==> src/common/video_timing_pkg.sv <==
package video_timing_pkg;

	// horizontal edges, in c3 positions within the line
	localparam logic [8:0] HBLNK_BEG = 9'd0;   // video ends, blank begins
	localparam logic [8:0] HSYNC_BEG = 9'd10;
	localparam logic [8:0] HSYNC_END = 9'd43;  // 33 strobes of sync
	localparam logic [8:0] HBLNK_END = 9'd88;

	// pixel window, pentagon x256 and atm x320
	localparam logic [8:0] HPIX_BEG_PENT = 9'd140;
	localparam logic [8:0] HPIX_END_PENT = 9'd396;
	localparam logic [8:0] HPIX_BEG_ATM  = 9'd108;
	localparam logic [8:0] HPIX_END_ATM  = 9'd428;

	localparam logic [8:0] FETCH_FOREGO = 9'd18; // go leads the pixels by this much
	localparam logic [8:0] SCANIN_BEG   = 9'd88; // scan-doubler begins storing
	localparam logic [8:0] HINT_BEG     = 9'd2;  // int position inside the line

	// vertical edges, in lines
	localparam logic [8:0] VSYNC_BEG = 9'd240;
	localparam logic [8:0] VSYNC_END = 9'd244;
	localparam logic [8:0] VBLNK_BEG = 9'd240;
	localparam logic [8:0] VBLNK_END = 9'd272;

	localparam logic [8:0] VPIX_BEG_PENT = 9'd64;  // 192 visible lines
	localparam logic [8:0] VPIX_END_PENT = 9'd256;
	localparam logic [8:0] VPIX_BEG_ATM  = 9'd56;  // 200 visible lines
	localparam logic [8:0] VPIX_END_ATM  = 9'd256;

	localparam logic [8:0] VINT_BEG = 9'd239; // line just before vsync

endpackage

==> src/common/video_mode_pkg.sv <==
package video_mode_pkg;

	// screen mode, picks the horizontal and vertical windows
	typedef enum logic
	{
		MODE_PENT = 1'b0, // 256 pixels wide
		MODE_ATM  = 1'b1  // 320 pixels wide
	} video_mode_t;

	// dram cycle phases, c2 and c3 decoded from the last two
	typedef enum logic [1:0]
	{
		PH_C0 = 2'd0,
		PH_C1 = 2'd1,
		PH_C2 = 2'd2,
		PH_C3 = 2'd3
	} dram_phase_t;

	typedef enum logic
	{
		FETCH_IDLE = 1'b0,
		FETCH_GO   = 1'b1
	} fetch_state_t;

endpackage

==> src/verilog/dram_phase_gen.sv <==
`timescale 1ns/10ps

// stands in for the cycle sequencer of the dram controller
// one phase per clk, so c2 and c3 each come once every four clk
module dram_phase_gen
(
	input  logic clk,
	input  logic rst_n,

	output logic c2, // one clk ahead of c3
	output logic c3  // 7 MHz video enable
);

	video_mode_pkg::dram_phase_t phase;

	always_ff @(posedge clk)
	begin
		if (!rst_n)
		begin
			phase <= video_mode_pkg::PH_C0;
			c2    <= 1'b0;
			c3    <= 1'b0;
		end
		else
		begin
			phase <= video_mode_pkg::dram_phase_t'(phase + 2'd1); // wraps c3 -> c0

			// decode one phase early so the strobe lines up with its own phase
			c2 <= (phase == video_mode_pkg::PH_C1); // high while in PH_C2
			c3 <= (phase == video_mode_pkg::PH_C2); // high while in PH_C3
		end
	end

endmodule

==> src/video_sync/video_sync_h.sv <==
`timescale 1ns/10ps

// horizontal raster timing, counts c3 strobes through one line
//
// hcount 0: blank begins, 10: sync begins, 43: sync ends,
// 88: blank ends, line_start and scanin_start
// pixel window and fetch pulses depend on mode and text flag
module video_sync_h
#(
	parameter int LINE_PERIOD = 448
)
(
	input  logic                      clk,
	input  logic                      rst_n,

	input  logic                      c2,        // strobe one clk before c3
	input  logic                      c3,        // video clock enable
	input  logic                      line_init, // read on c3, rephases the line

	input  video_mode_pkg::video_mode_t mode,
	input  logic                      text_mode, // fetch starts 4 strobes earlier

	output logic                      hblank,
	output logic                      hsync,
	output logic                      hpix,      // pixels are going out

	// single clk pulses, registered on c2 so they coincide with c3
	output logic                      line_start,
	output logic                      hsync_start, // used by vertical timing
	output logic                      scanin_start,
	output logic                      hint_start,
	output logic                      fetch_start,
	output logic                      fetch_end
);

	localparam logic [8:0] TEXT_LEAD = 9'd4; // extra c3 lead in text mode

	logic [8:0] hcount;

	logic [8:0] hpix_beg;
	logic [8:0] hpix_end;
	logic [8:0] fstart_pos;
	logic [8:0] fend_pos;

	logic       fstart_time;
	logic       fstart_cond;
	logic [3:0] fstart_wait; // delays fstart_time by 4 c3 for graphics

	// window edges of the current mode
	always_comb
	begin
		if (mode == video_mode_pkg::MODE_ATM)
		begin
			hpix_beg = video_timing_pkg::HPIX_BEG_ATM;
			hpix_end = video_timing_pkg::HPIX_END_ATM;
		end
		else
		begin
			hpix_beg = video_timing_pkg::HPIX_BEG_PENT;
			hpix_end = video_timing_pkg::HPIX_END_PENT;
		end
	end

	// early start point, text mode uses it directly
	assign fstart_pos  = hpix_beg - video_timing_pkg::FETCH_FOREGO - TEXT_LEAD;
	assign fend_pos    = hpix_end - video_timing_pkg::FETCH_FOREGO;
	assign fstart_time = (hcount == fstart_pos);
	assign fstart_cond = text_mode ? fstart_time : fstart_wait[3];

	// line counter
	always_ff @(posedge clk)
	begin
		if (!rst_n)
			hcount <= 9'd0;
		else if (c3)
		begin
			if (line_init || (hcount == 9'(LINE_PERIOD - 1)))
				hcount <= 9'd0;
			else
				hcount <= hcount + 9'd1;
		end
	end

	// levels, set and cleared on the c3 at the edge position
	always_ff @(posedge clk)
	begin
		if (!rst_n)
		begin
			hblank      <= 1'b0;
			hsync       <= 1'b0;
			hpix        <= 1'b0;
			fstart_wait <= 4'd0;
		end
		else if (c3)
		begin
			if (hcount == video_timing_pkg::HBLNK_BEG)
				hblank <= 1'b1;
			else if (hcount == video_timing_pkg::HBLNK_END)
				hblank <= 1'b0;

			if (hcount == video_timing_pkg::HSYNC_BEG)
				hsync <= 1'b1;
			else if (hcount == video_timing_pkg::HSYNC_END)
				hsync <= 1'b0;

			if (hcount == hpix_beg)
				hpix <= 1'b1;
			else if (hcount == hpix_end)
				hpix <= 1'b0;

			fstart_wait <= {fstart_wait[2:0], fstart_time}; // shifts once per c3
		end
	end

	// pulses, hcount is stable on c2 since it only moves on c3
	always_ff @(posedge clk)
	begin
		if (!rst_n)
		begin
			hsync_start  <= 1'b0;
			line_start   <= 1'b0;
			scanin_start <= 1'b0;
			hint_start   <= 1'b0;
			fetch_start  <= 1'b0;
			fetch_end    <= 1'b0;
		end
		else
		begin
			hsync_start  <= c2 && (hcount == video_timing_pkg::HSYNC_BEG);
			line_start   <= c2 && (hcount == video_timing_pkg::HBLNK_END);
			scanin_start <= c2 && (hcount == video_timing_pkg::SCANIN_BEG);
			hint_start   <= c2 && (hcount == video_timing_pkg::HINT_BEG);
			fetch_start  <= c2 && fstart_cond;
			fetch_end    <= c2 && (hcount == fend_pos); // same lead in every mode
		end
	end

endmodule

==> src/video_sync/video_sync_v.sv <==
`timescale 1ns/10ps

// vertical raster timing, counts lines through one frame
// lines move on hsync_start, so all levels change just ahead of hsync
module video_sync_v
#(
	parameter int FRAME_LINES = 320
)
(
	input  logic                        clk,
	input  logic                        rst_n,

	input  logic                        hsync_start, // one pulse per line
	input  logic                        hint_start,  // int position inside the line

	input  video_mode_pkg::video_mode_t mode,

	output logic                        vblank,
	output logic                        vsync,
	output logic                        vpix,      // visible line
	output logic                        int_start  // once per frame
);

	logic [8:0] vcount;

	logic [8:0] vpix_beg;
	logic [8:0] vpix_end;

	always_comb
	begin
		if (mode == video_mode_pkg::MODE_ATM)
		begin
			vpix_beg = video_timing_pkg::VPIX_BEG_ATM;
			vpix_end = video_timing_pkg::VPIX_END_ATM;
		end
		else
		begin
			vpix_beg = video_timing_pkg::VPIX_BEG_PENT;
			vpix_end = video_timing_pkg::VPIX_END_PENT;
		end
	end

	// frame counter
	always_ff @(posedge clk)
	begin
		if (!rst_n)
			vcount <= 9'd0;
		else if (hsync_start)
		begin
			if (vcount == 9'(FRAME_LINES - 1))
				vcount <= 9'd0;
			else
				vcount <= vcount + 9'd1;
		end
	end

	// vertical levels
	always_ff @(posedge clk)
	begin
		if (!rst_n)
		begin
			vsync  <= 1'b0;
			vblank <= 1'b0;
			vpix   <= 1'b0;
		end
		else if (hsync_start)
		begin
			if (vcount == video_timing_pkg::VSYNC_BEG)
				vsync <= 1'b1;
			else if (vcount == video_timing_pkg::VSYNC_END)
				vsync <= 1'b0; // 4 lines of sync

			if (vcount == video_timing_pkg::VBLNK_BEG)
				vblank <= 1'b1;
			else if (vcount == video_timing_pkg::VBLNK_END)
				vblank <= 1'b0;

			if (vcount == vpix_beg)
				vpix <= 1'b1;
			else if (vcount == vpix_end)
				vpix <= 1'b0;
		end
	end

	// int lands on one point of the frame: the int line at the int column
	always_ff @(posedge clk)
	begin
		if (!rst_n)
			int_start <= 1'b0;
		else
			int_start <= hint_start && (vcount == video_timing_pkg::VINT_BEG);
	end

endmodule

==> src/verilog/video_fetch_gate.sv <==
`timescale 1ns/10ps

// makes the fetcher's go level out of the fetch pulse pair
// invisible lines never start fetching
module video_fetch_gate
(
	input  logic clk,
	input  logic rst_n,

	input  logic fetch_start, // from horizontal timing, coincides with c3
	input  logic fetch_end,
	input  logic vpix,        // current line is visible

	output logic fetch_go
);

	video_mode_pkg::fetch_state_t state;

	always_ff @(posedge clk)
	begin
		if (!rst_n)
			state <= video_mode_pkg::FETCH_IDLE;
		else if (fetch_start)
		begin
			// start pulse on a blank line drops back to idle
			if (vpix)
				state <= video_mode_pkg::FETCH_GO;
			else
				state <= video_mode_pkg::FETCH_IDLE;
		end
		else if (fetch_end)
			state <= video_mode_pkg::FETCH_IDLE;
	end

	assign fetch_go = (state == video_mode_pkg::FETCH_GO); // one clk after the pulse

endmodule

==> src/verilog/video_sync_top.sv <==
`timescale 1ns/10ps

// raster timing generator
// phase strobes -> line timing -> frame timing -> fetch gate
module video_sync_top
#(
	parameter int LINE_PERIOD = 448, // c3 strobes per line
	parameter int FRAME_LINES = 320  // lines per frame
)
(
	input  logic                        clk,
	input  logic                        rst_n,

	input  logic                        line_init, // rephase the line from cpu side
	input  video_mode_pkg::video_mode_t mode,
	input  logic                        text_mode,

	output logic                        c2,
	output logic                        c3,

	output logic                        hsync,
	output logic                        hblank,
	output logic                        hpix,
	output logic                        line_start,
	output logic                        scanin_start,

	output logic                        vsync,
	output logic                        vblank,
	output logic                        vpix,
	output logic                        int_start,

	output logic                        fetch_go
);

	logic hsync_start; // line step for vertical timing
	logic hint_start;
	logic fetch_start;
	logic fetch_end;

	dram_phase_gen u_phase
	(
		.clk   (clk),
		.rst_n (rst_n),
		.c2    (c2),
		.c3    (c3)
	);

	video_sync_h #(.LINE_PERIOD(LINE_PERIOD)) u_sync_h
	(
		.clk          (clk),
		.rst_n        (rst_n),
		.c2           (c2),
		.c3           (c3),
		.line_init    (line_init),
		.mode         (mode),
		.text_mode    (text_mode),
		.hblank       (hblank),
		.hsync        (hsync),
		.hpix         (hpix),
		.line_start   (line_start),
		.hsync_start  (hsync_start),
		.scanin_start (scanin_start),
		.hint_start   (hint_start),
		.fetch_start  (fetch_start),
		.fetch_end    (fetch_end)
	);

	video_sync_v #(.FRAME_LINES(FRAME_LINES)) u_sync_v
	(
		.clk         (clk),
		.rst_n       (rst_n),
		.hsync_start (hsync_start),
		.hint_start  (hint_start),
		.mode        (mode),
		.vblank      (vblank),
		.vsync       (vsync),
		.vpix        (vpix),
		.int_start   (int_start)
	);

	video_fetch_gate u_fetch_gate
	(
		.clk         (clk),
		.rst_n       (rst_n),
		.fetch_start (fetch_start),
		.fetch_end   (fetch_end),
		.vpix        (vpix),
		.fetch_go    (fetch_go)
	);

endmodule

==> config.mk <==
export PLATFORM = sky130hd
export DESIGN_NAME = video_sync_top
export DESIGN_NICKNAME = d
export VERILOG_FILES = /design/src/common/video_timing_pkg.sv /design/src/common/video_mode_pkg.sv /design/src/verilog/dram_phase_gen.sv /design/src/video_sync/video_sync_h.sv /design/src/video_sync/video_sync_v.sv /design/src/verilog/video_fetch_gate.sv /design/src/verilog/video_sync_top.sv
export SDC_FILE = /design/constraint.sdc
export NUM_CORES = 1
export LEC_CHECK = 0
export BUFFER_PORTS_ARGS = -buffer_cell sky130_fd_sc_hd__buf_2
export CELL_PAD_IN_SITES_DETAIL_PLACEMENT = 0
export CELL_PAD_IN_SITES_GLOBAL_PLACEMENT = 1
export CORE_ASPECT_RATIO = 0.6
export CORE_MARGIN = 10
export CORE_UTILIZATION = 35
export DETAILED_ROUTE_END_ITERATION = 8
export PLACE_DENSITY = 0.73
export SYNTH_ARGS = -nofsm -noshare
export SYNTH_HDL_FRONTEND = slang
export SYNTH_SLANG_ARGS = --single-unit
==> constraint.sdc <==
create_clock -name clk -period 1.4 [get_ports clk]
set_input_delay 0 -clock clk [delete_from_list [all_inputs] [get_ports clk]]
set_output_delay 0 -clock clk [all_outputs]
set_load 0.01 [all_outputs]
* After elaboration in Yosys (flattened, before gate mapping)
Index checks and enable logic that the tools add are counted.
** Operators by class
- Multipliers :: 0
- Bitwise logic cells :: 0
- Muxes and demuxes :: 21
- Divide/modulo/power cells :: 0
- Order comparisons :: 0
- Reduce and logical (&&, ||, !) cells :: 21
- Shift-type cells :: 0
- Equal/unequal tests :: 18
- Add/sub/neg operators :: 6
** Operator list (count)
- $eq 9x9->1 :: 5
- $eq 9x9->1 const B :: 4
- $eq 9x8->1 const B :: 3
- $add 9x1->9 const B :: 2
- $mux 9 :: 2
- $mux 1 :: 16
- $reduce_bool 2->1 :: 7
- $reduce_and 2->1 :: 6
- $eq 9x2->1 const B :: 1
- $eq 9x4->1 const B :: 1
- $eq 9x6->1 const B :: 1
- $eq 9x7->1 const B :: 1
- $logic_not 9->1 :: 1
- $sub 8x6->9 const B :: 1
- $sub 9x3->9 const B :: 1
- $sub 9x5->9 const B :: 1
- $mux 8 :: 1
- $mux 7 :: 1
- $logic_and 1x1->1 :: 6
- $mux 6 :: 1
- $add 2x1->2 const B :: 1
- $eq 2x1->1 const B :: 1
- $eq 2x2->1 const B :: 1
- $logic_or 1x1->1 :: 1
** Storage, ports and cells
- Word-level logic and storage cells :: 85
- RAM bits :: 0
- Flip-flop bits (word level) :: 39
- ROM bits :: 0
- Memories :: 0
- Input bits :: 5
- Bits in latches :: 0
- Output and inout port bits :: 12

* Depth between registers and ports, before layout
Gate-level depths: netlist of run 1.
- Word-level depth :: 6
- Gate-level depth with buffers :: 5

* Hierarchy
From an unflattened synthesis of run 1, not the netlist that was laid out.
** Unflattened totals
- Cell total of the unflattened synthesis :: 212
- Area, all modules :: 1998.2 µm²
** Modules (own cells, without submodules)
- video_sync_h :: cells each 119, sequential area each 420.4 µm², instances 1, area an instance 1112.3 µm²
- video_sync_v :: cells each 78, sequential area each 260.2 µm², instances 1, area an instance 703.2 µm²
- dram_phase_gen :: cells each 12, sequential area each 80.1 µm², instances 1, area an instance 141.4 µm²
- video_fetch_gate :: cells each 3, sequential area each 20.0 µm², instances 1, area an instance 41.3 µm²

* Worst setup path before layout of run 1
Ideal clock, no wire load.
- Path type :: reg2reg
- Start :: register u_sync_h.hcount[1]
- End :: register u_sync_h.hcount[8]
- Library setup time :: 0.070 ns
- Cell stages (with the launch flop) :: 5
- Path slack :: -0.064 ns
- Path buffers :: 0
- Data required time :: 1.330 ns
- Arrival :: 1.394 ns
- Path through :: dfxtp_1 > ha_1 > nand4_1 > or4b_1 > a21boi_1
** Between the ends
- Word-level cells in the longest chain between the ends :: 3
- Elaborated cells on any way between the ends :: 4
- Classes of those cells :: add/sub (1); eq/ne (1); mux (1); reduce/logical (1)
** RTL lines
- start: declaration :: RTL line video_sync_h.sv:38 : logic [8:0] hcount;
- start signal: assignment :: RTL line video_sync_h.sv:80 : hcount <= hcount + 9'd1;
- parallel branches: the longest is 2 deep, another holds $add 9x1->9
- $mux 9 * :: RTL line video_sync_h.sv:77 : if (line_init || (hcount == 9'(LINE_PERIOD - 1)))
Mark *: on every way between the ends.
A chain may end at the register's enable or synchronous reset.

* Final worst setup path of run 1
- Start :: register u_sync_h.hcount[6]
- End :: register u_sync_h.hpix
** Between the ends
- Word-level cells in the longest chain between the ends :: 3
- Elaborated cells on any way between the ends :: 5
- Classes of those cells :: eq/ne (2); mux (1); reduce/logical (2)
** RTL lines
- $eq 9x9->1, on equally long branches :: RTL line video_sync_h.sv:108, video_sync_h.sv:106
- $reduce_bool 2->1 (no source line)
- $reduce_and 2->1 (no source line)
- end signal: assignment :: RTL line video_sync_h.sv:91 : hpix <= 1'b0;
- end signal: assignment :: RTL line video_sync_h.sv:107 : hpix <= 1'b1;
- end signal: assignment :: RTL line video_sync_h.sv:109 : hpix <= 1'b0;
- end: declaration :: RTL line video_sync_h.sv:25 : output logic hpix,
Several ways; a longest one is shown, not always the timed one.

==> metrics.csv, run 1 <==
metric,value,unit
async_flop_share,0,
synth_top_flop_cell,dfxtp_1,
irDropWorstVdd,0.0003700,V
crit_start,u_sync_h.hcount[6]$_SDFFE_PN0P_,
routed_wl,5371,um
ff_latch_area,798.3,um2
numCtsBuffers,5,
violations,setup timing,
grt_pass1_vias,1676,
min_from,text_mode,
cts.clk_slew.worst_paths,0.09,ns
drt-pass1-iter-count,4,
pre_cts_slack,-0.09159,ns
maxCapViolCount,0,
dieHeight,78.60,um
grt_usage,0.1155,
timing.final.setup_violations,2,
crit_arrival,1.62,ns
cp.required,1.60,ns
yosys.area.top_type,dfxtp_1,
antenna_found_initial,0,
gr-total-overflow,0,
numPortBuffers,16,
globalplace.congestion,0.8696,
antenna_cells,0,
die_area,9248,um2
initial_core_util,0.3596,
synth_cell_type_count,53,
synth-seq-cells,39,
worst_slew_pin_slew,0.4136,ns
skew,0.01337,ns
period_needed,1.423,ns
clk_latency,0.30,ns
avgSynthCellArea,9.064,um2
synth_edf_count,0,
max_freq,0.7026,GHz
ys_warn_count,0,
path_delay_family,simple AND/OR/NAND/NOR gates,
synth.top_cell.area_share,0.3898,
cp_cell_sequence,buf_6 -> nand3b_1 -> or4_1 -> a31o_1,
grt_max_degree,13,
critPathLaunchType,register,
synth_cells,221,
stdcell_area,2571,um2
area_growth,28.36,%
drive_gt1_frac,0.3889,
grt_pass1_wl,8659,um
synth.area.top_cells,"dfxtp_1 (39%), ha_1 (5.0%), nor2_1 (3.7%)",
rsz0062_at_grt,yes,
ctsRootBufferMaster,clkbuf_8,
endpoint_kind,register,
num_vias,1832,
slew_viol_final,0,
num_io_pins,17,
p_leak,1.018,nW
synth_nets,234,
relSlewSlack,0.7217,
r2r_start,u_sync_h.hcount[6]$_SDFFE_PN0P_,
hold_viol,0,
cellPowerDensity,781.9,nW/um2
criticalPathCategory,register to register,
hold_class,input pin to register,
dpl.hpwl,3901,um
nFillCells,565,
nets,282,
multi_input_comb_area,1155,um2
drc_errors,0,
crit_fanout,5,
clock_sinks,39,
ys_seq_area_frac,0.3898,
worstPathBufferInverterCount,1,
postRouteAntennaNets,0,
finalCritPeriodShare,1.017,
htreeDepth,2,
cpPeakStageDelay,0.49,ns
rows,21,
power,0.002011,W
cts.path.max_buffers,2,
core-area,5570,um2
cts_tree,built,
drtIter0Drc,135,
syn_area,2003,um2
fin_ws,-0.02324,ns
routed_via_density,5.234,
fp.dieW,117.7,um
wl_per_cell,15.35,um
crit_slowest_cell,or4_1,
fin_util,0.4616,
placed_area,2322,um2
outcome,"finished, violations left",
## per-layer routing
layer,track usage,share of wire,vias up
li1,-,-,887
met1,0.1717,0.54,882
met2,0.1454,0.38,56
met3,0.04143,0.070,7
met4,0.03686,0.011,0
met5,0,0,-
## final timing paths
kind / end / slack [ns] / depth (start not counted)
max reg2reg: u_sync_h.hpix$_SDFFE_PN0P_ / -0.02 / 4
min: u_sync_h.fetch_start$_SDFF_PN0_ / 0.01 / 3
max: u_sync_h.hpix$_SDFFE_PN0P_ / -0.02 / 4
min reg2reg: u_phase.phase[0]$_SDFF_PN0_ / 0.45 / 1
## per-stage QoR
stage | hold WS, ns | std cells | TNS (ns)
after global placement | 0.3344 | 336 | -0.1796
after detailed placement | 0.3364 | 336 | -0.3062
final | 0.009565 | 350 | -0.04070
after global routing | 0.02506 | 350 | -0.7114
after CTS | 0.01507 | 346 | -0.07566
after floorplan | 0.1500 | 221 | -0.005095
## cell families after synthesis
family	share of synthesized area
muxes	0.01999
buffers and inverters	0.08244
and+or+nand+nor	0.3104
xor gates and xnor gates	0.03498
DFF	0.3898
AOI/OAI and AO/OA	0.1124
adders and majority gates	0.04997
## area by class of cell
type | count | area share
clock buffer | 6 | 0.02822
clock inverter | 2 | 0.004866
inverter | 8 | 0.01168
multi-input combinational | 157 | 0.4491
timing repair buffer | 58 | 0.1567
sequential | 39 | 0.3105
tap | 80 | 0.03893
## worst min-delay path, stage by stage
cell     delay (ns)
buf_2          0.11
nand4_1        0.08
a21oi_2        0.06
## Yosys cell counts, types with 3 or more instances
master,count
dfxtp_1,39
nor2_1,20
nand2_1,15
o21ai_0,11
a21oi_1,10
nand4_1,10
ha_1,8
inv_1,8
nand3_1,8
or3_1,7
xor2_1,7
buf_2,5
and2_1,4
buf_6,4
mux2i_1,4
nand4b_1,4
nor4_1,4
clkbuf_1,3
clkbuf_8,3
nand2b_1,3
nor3b_1,3
## cell usage in the layout, fill, tap and decap left out, types with 2 or more instances in the layout
cell and n:
buf_4 40, dfxtp_1 27, nor2_1 19, buf_2 16
nand2_1 15, o21ai_0 11, dfxtp_2 11, nand4_1 10
inv_1 7, nand3_1 7, xor2_1 7, or3_1 7
a21oi_1 6, ha_1 6, clkbuf_8 5, and2_1 4
mux2i_1 4, nand4b_1 4, a21oi_2 4, nor3b_1 3
nand2b_1 3, nand3b_1 2, or4_1 2, nor4_1 2
o31ai_2 2, and4b_1 2, a31oi_1 2, nor4_2 2
nor2b_1 2, buf_6 2
## registers in the layout, summed over array words and instances, names as in the netlist, 2 cells and up
register	cells
u_sync_v.vcount	9
u_sync_h.hcount	9
u_phase.phase	2
u_sync_h.fstart_wait	4
## power breakdown
group          internal [W]  switching [W]  leakage (nW)  total, W
sequential          0.00112     0.00000965         0.321   0.00113
clock              0.000349       0.000412        0.0412  0.000760
combinational     0.0000535      0.0000677         0.655  0.000121
total               0.00152       0.000489          1.02   0.00201
## what timing repair did
item                                   in CTS  in global routing
endpoints found under the hold margin       0                  0
pin swaps                                   5                 11
setup endpoints to repair                   6                 22
gates resized for setup                    10                 24
buffers inserted                            2                  4
hold buffers                                0                  0
Note: power is estimated with default switching activity, not from simulation.
==> run 2: changes to the inputs <==
--- a/config.mk
+++ b/config.mk
@@ -12,6 +12,7 @@
 export CORE_MARGIN = 10
 export CORE_UTILIZATION = 35
 export DETAILED_ROUTE_END_ITERATION = 8
+export MAX_ROUTING_LAYER = met4
 export PLACE_DENSITY = 0.73
 export SYNTH_ARGS = -nofsm -noshare
 export SYNTH_HDL_FRONTEND = slang
==> metrics.csv, run 2 (same netlist as run 1, synthesis figures left out) <==
metric,value,unit
outcome,"finished, violations left",
violations,setup timing,
slew_viol_final,0,
layout_common_cells,"buf_4 (40), dfxtp_1 (27), nor2_1 (19), buf_2 (16), nand2_1 (15)",
initial_core_util,0.3596,
dieHeight,78.60,um
cts_tree,built,
cts_hold_buf,0,
criticalPathCategory,register to register,
fp.dieW,117.7,um
globalplace.congestion,0.8837,
die_area,9248,um2
irDropWorstVdd,0.0003713,V
postRouteAntennaNets,0,
hold_class,input pin to register,
crit_arrival,1.63,ns
reg.largest.list,"u_sync_h.hcount (9), u_sync_v.vcount (9), u_sync_h.fstart_wait (4)",
cellPowerDensity,783.3,nW/um2
period_needed,1.427,ns
routed_via_density,5.203,
maxCapViolCount,0,
max_freq,0.7010,GHz
fin_util,0.4616,
htreeDepth,2,
placed_area,2322,um2
grt_pass1_vias,1675,
critPathLaunchType,register,
routed_wl,5390,um
drtIter0Drc,132,
num_io_pins,17,
numPortBuffers,16,
core-area,5570,um2
drc_errors,0,
dpl.hpwl,3901,um
cts.clk_slew.worst_paths,0.09,ns
endpoint_kind,register,
fin_ws,-0.02657,ns
clock_sinks,39,
rows,21,
layout_commonest_cell,buf_4,
num_vias,1821,
skew,0.01244,ns
worst_slew_pin_slew,0.3958,ns
stdcell_area,2571,um2
hold_viol,0,
nets,282,
cts.path.max_buffers,2,
p_leak,1.018,nW
wl_per_cell,15.40,um
grt_pass1_wl,8673,um
area_growth,28.36,%
finalCritPeriodShare,1.019,
timing.final.setup_violations,2,
rsz0062_at_grt,yes,
ctsRootBufferMaster,clkbuf_8,
drt-pass1-iter-count,4,
grt_usage,0.1191,
relSlewSlack,0.7337,
gr-total-overflow,0,
grt_max_degree,13,
antenna_cells,0,
cp.required,1.60,ns
clk_latency,0.30,ns
antenna_found_initial,0,
drive_gt1_frac,0.3889,
numCtsBuffers,5,
crit_fanout,5,
## run 2: repair_timing
item,in CTS,in global routing
pin swaps,5,11
setup endpoints to repair,6,22
gates resized for setup,10,24
buffers inserted,2,4
## run 2: through the flow
| step | setup WS (ns) | std cells | TNS, ns | total power, W | hold slack, ns |
|---|---|---|---|---|---|
| after floorplan | -0.005095 | 221 | -0.005095 | 0.001220 | 0.1500 |
| after global placement | -0.06227 | 336 | -0.1796 | 0.001265 | 0.3344 |
| after detailed placement | -0.09159 | 336 | -0.3062 | 0.001268 | 0.3364 |
| after CTS | -0.03407 | 346 | -0.07566 | 0.002041 | 0.01507 |
| after global routing | -0.1013 | 350 | -0.7114 | 0.002110 | 0.02505 |
| final | -0.02657 | 350 | -0.05008 | 0.002014 | 0.002116 |
## run 2: power breakdown
| part | internal [W] | switching (W) |
|---|---|---|
| clock network | 0.000349 | 0.000414 |
| logic | 0.0000535 | 0.0000681 |
| registers | 0.00112 | 0.00000981 |
| total | 0.00152 | 0.000492 |
## run 2: layout make-up
class	instances	area, um2
clock buffers	6	72.57
well taps	80	100.1
multi-input cells	157	1155
repair buffers	58	402.9
clock inverters	2	12.51
fillers	565	2999
inverters	8	30.03
flip-flops and latches	39	798.3
## run 2: routing by layer
metal,routed length (um),track usage
met1,2950,0.1742
met2,2006,0.1449
met3,358,0.03857
met4,74,0.03686
met5,0,-
## run 2: critical path: stages (launching register included)
cell and delay (ns):
dfxtp_2 0.34, buf_6 0.12, nand3b_1 0.19, or4_1 0.49, a31o_1 0.18
## run 2: worst paths after layout
path	from	to	slack, ns	depth (start not counted)
max	u_sync_h.hcount[6]$_SDFFE_PN0P_	u_sync_h.hpix$_SDFFE_PN0P_	-0.03	4
min	text_mode	u_sync_h.fetch_start$_SDFF_PN0_	0.002	3
max reg2reg	u_sync_h.hcount[6]$_SDFFE_PN0P_	u_sync_h.hpix$_SDFFE_PN0P_	-0.03	4
min reg2reg	u_phase.phase[0]$_SDFF_PN0_	u_phase.phase[0]$_SDFF_PN0_	0.45	1
==> run 3: changes to the inputs <==
==> constraint.sdc (replaced) <==
create_clock -name clk -period 1.4 [get_ports clk]
set_input_delay 0.14 -clock clk [delete_from_list [all_inputs] [get_ports clk]]
set_output_delay 0.14 -clock clk [all_outputs]
set_load 0.01 [all_outputs]
==> metrics.csv, run 3 (same netlist as run 1, synthesis figures left out) <==
metric,value,unit
drc_errors,0,
nFillCells,555,
num_io_pins,17,
r2r_end,u_sync_h.hsync$_SDFFE_PN0P_,
reg.largest.list,"u_sync_h.hcount (9), u_sync_v.vcount (9), u_sync_h.fstart_wait (4)",
cpPeakStageDelay,0.52,ns
routed_wl,5349,um
num_vias,1752,
irDropWorstVdd,0.0005877,V
placed_area,2352,um2
area_growth,32.23,%
wl_per_cell,15.28,um
grt_max_degree,13,
postRouteAntennaNets,0,
endpoint_kind,register,
layout_commonest_cell,buf_4,
outcome,"finished, violations left",
routed_via_density,5.006,
violations,setup timing,
rsz0062_at_grt,yes,
core-area,5570,um2
antenna_found_initial,0,
dieHeight,78.60,um
pre_cts_slack,-0.09777,ns
crit_slowest_cell,or4b_4,
initial_core_util,0.3596,
cts.clk_slew.worst_paths,0.08,ns
criticalPathCategory,register to register,
worstPathBufferInverterCount,2,
grt_pass1_vias,1683,
cp.required,1.62,ns
finalCritPeriodShare,1.006,
gr-total-overflow,0,
numPortBuffers,16,
hold_class,input pin to register,
cellPowerDensity,845.9,nW/um2
die_area,9248,um2
power,0.002241,W
fin_ws,-0.007798,ns
globalplace.congestion,0.8460,
reg2reg_depth,5,
numCtsBuffers,5,
crit_start,u_sync_h.hcount[0]$_SDFFE_PN0P_,
layout_common_cells,"buf_4 (41), dfxtp_1 (29), nor2_1 (20), buf_2 (16), nand2_1 (15)",
r2r_slack,-0.008,ns
nets,282,
max_freq,0.7103,GHz
hold_viol,0,
rows,21,
critPathLaunchType,register,
p_leak,1.028,nW
slew_viol_final,0,
r2r_start,u_sync_h.hcount[0]$_SDFFE_PN0P_,
dpl.hpwl,3967,um
antenna_cells,0,
cts.path.max_buffers,2,
grt_use_met3,0.03357,
maxCapViolCount,0,
cts_hold_buf,0,
clock_sinks,39,
period_needed,1.408,ns
cts_tree,built,
ff_latch_area,798.3,um2
busiest_layer,met1,
cp.depth,5,
hold_slack,0.1577,ns
htreeDepth,2,
grt_use_met2,0.1370,
clk_latency,0.29,ns
drive_gt1_frac,0.4037,
cp_cell_sequence,inv_4 -> ha_2 -> inv_1 -> or4b_4 -> o22ai_2,
ctsRootBufferMaster,clkbuf_8,
fp.dieW,117.7,um
endpoint,u_sync_h.hsync$_SDFFE_PN0P_,
dp_cells,340,
stdcell_area,2649,um2
multi_input_comb_area,1201,um2
drt-pass1-iter-count,4,
timing.final.setup_violations,2,
drtIter0Drc,132,
grt_pass1_wl,8714,um
crit_arrival,1.63,ns
path_delay_family,simple AND/OR/NAND/NOR gates,
relSlewSlack,0.7774,
worst_slew_pin_slew,0.3309,ns
skew,0.003008,ns
grt_use_met1,0.1822,
grt_usage,0.1183,
min_from,text_mode,
crit_fanout,3,
final_cells,350,
==> run 3: cell types whose count changed in the layout (fill, tap and decap cells not counted), sizes merged <==
cell and delta:
clkinvlp -1, bufinv +1
==> run 3: tightest hold or removal path: cells and delay by family <==
kind / cells / cell delay (ns)
buffers and inverters: 1 / 0.11
AOI/OAI and AO/OA: 1 / 0.07
and+or+nand+nor: 1 / 0.08
==> run 3: stage by stage <==
step / utilization / TNS [ns]
global route: 0.4755 / -0.1780
global placement: 0.4223 / -0.1137
finish: 0.4755 / -0.01363
floorplan: - / -0.005095
CTS: 0.4522 / -0.08396
detailed placement: 0.4223 / -0.2621
==> run 3: final cells by class <==
type | instances | share of cell area
clock buffers | 6 | 0.03118
repair buffers | 58 | 0.1507
inverters | 8 | 0.01228
flip-flops and latches | 39 | 0.3014
clock inverters | 2 | 0.01323
multi-input cells | 157 | 0.4535
well taps | 80 | 0.03779
==> run 3: worst min-delay path by stage <==
| stage | endpoint | cells after the start | slack (ns) |
|---|---|---|---|
| finish | u_sync_h.fetch_start$_SDFF_PN0_ | 3 | 0.16 |
| global route | u_sync_h.fetch_start$_SDFF_PN0_ | 3 | 0.17 |
| CTS | u_sync_h.fetch_start$_SDFF_PN0_ | 3 | 0.17 |
| detailed placement | u_sync_v.int_start$_SDFF_PN0_ | 2 | 0.43 |
| global placement | u_sync_v.int_start$_SDFF_PN0_ | 2 | 0.44 |
| floorplan | u_sync_h.fetch_start$_SDFF_PN0_ | 2 | 0.29 |
==> run 3: routing by layer <==
layer | vias up | routed length, um
li1 | 885 | -
met1 | 818 | 2982
met2 | 47 | 1996
met3 | 2 | 353
met4 | 0 | 17
met5 | - | 0
==> run 3: timing repair <==
| action | in CTS | in global routing |
|---|---|---|
| buffers inserted | 2 | 0 |
| gates cloned | 0 | 0 |
| pin swaps | 6 | 4 |
| hold endpoints to repair | 0 | 0 |
| resized for setup | 12 | 27 |
| endpoints found under the setup margin | 15 | 20 |
==> run 3: power breakdown <==
group	switching (W)	internal (W)	leakage, nW
registers	0.0000108	0.00112	0.321
clock network	0.000408	0.000577	0.0612
logic	0.0000704	0.0000561	0.646
total	0.000490	0.00175	1.03
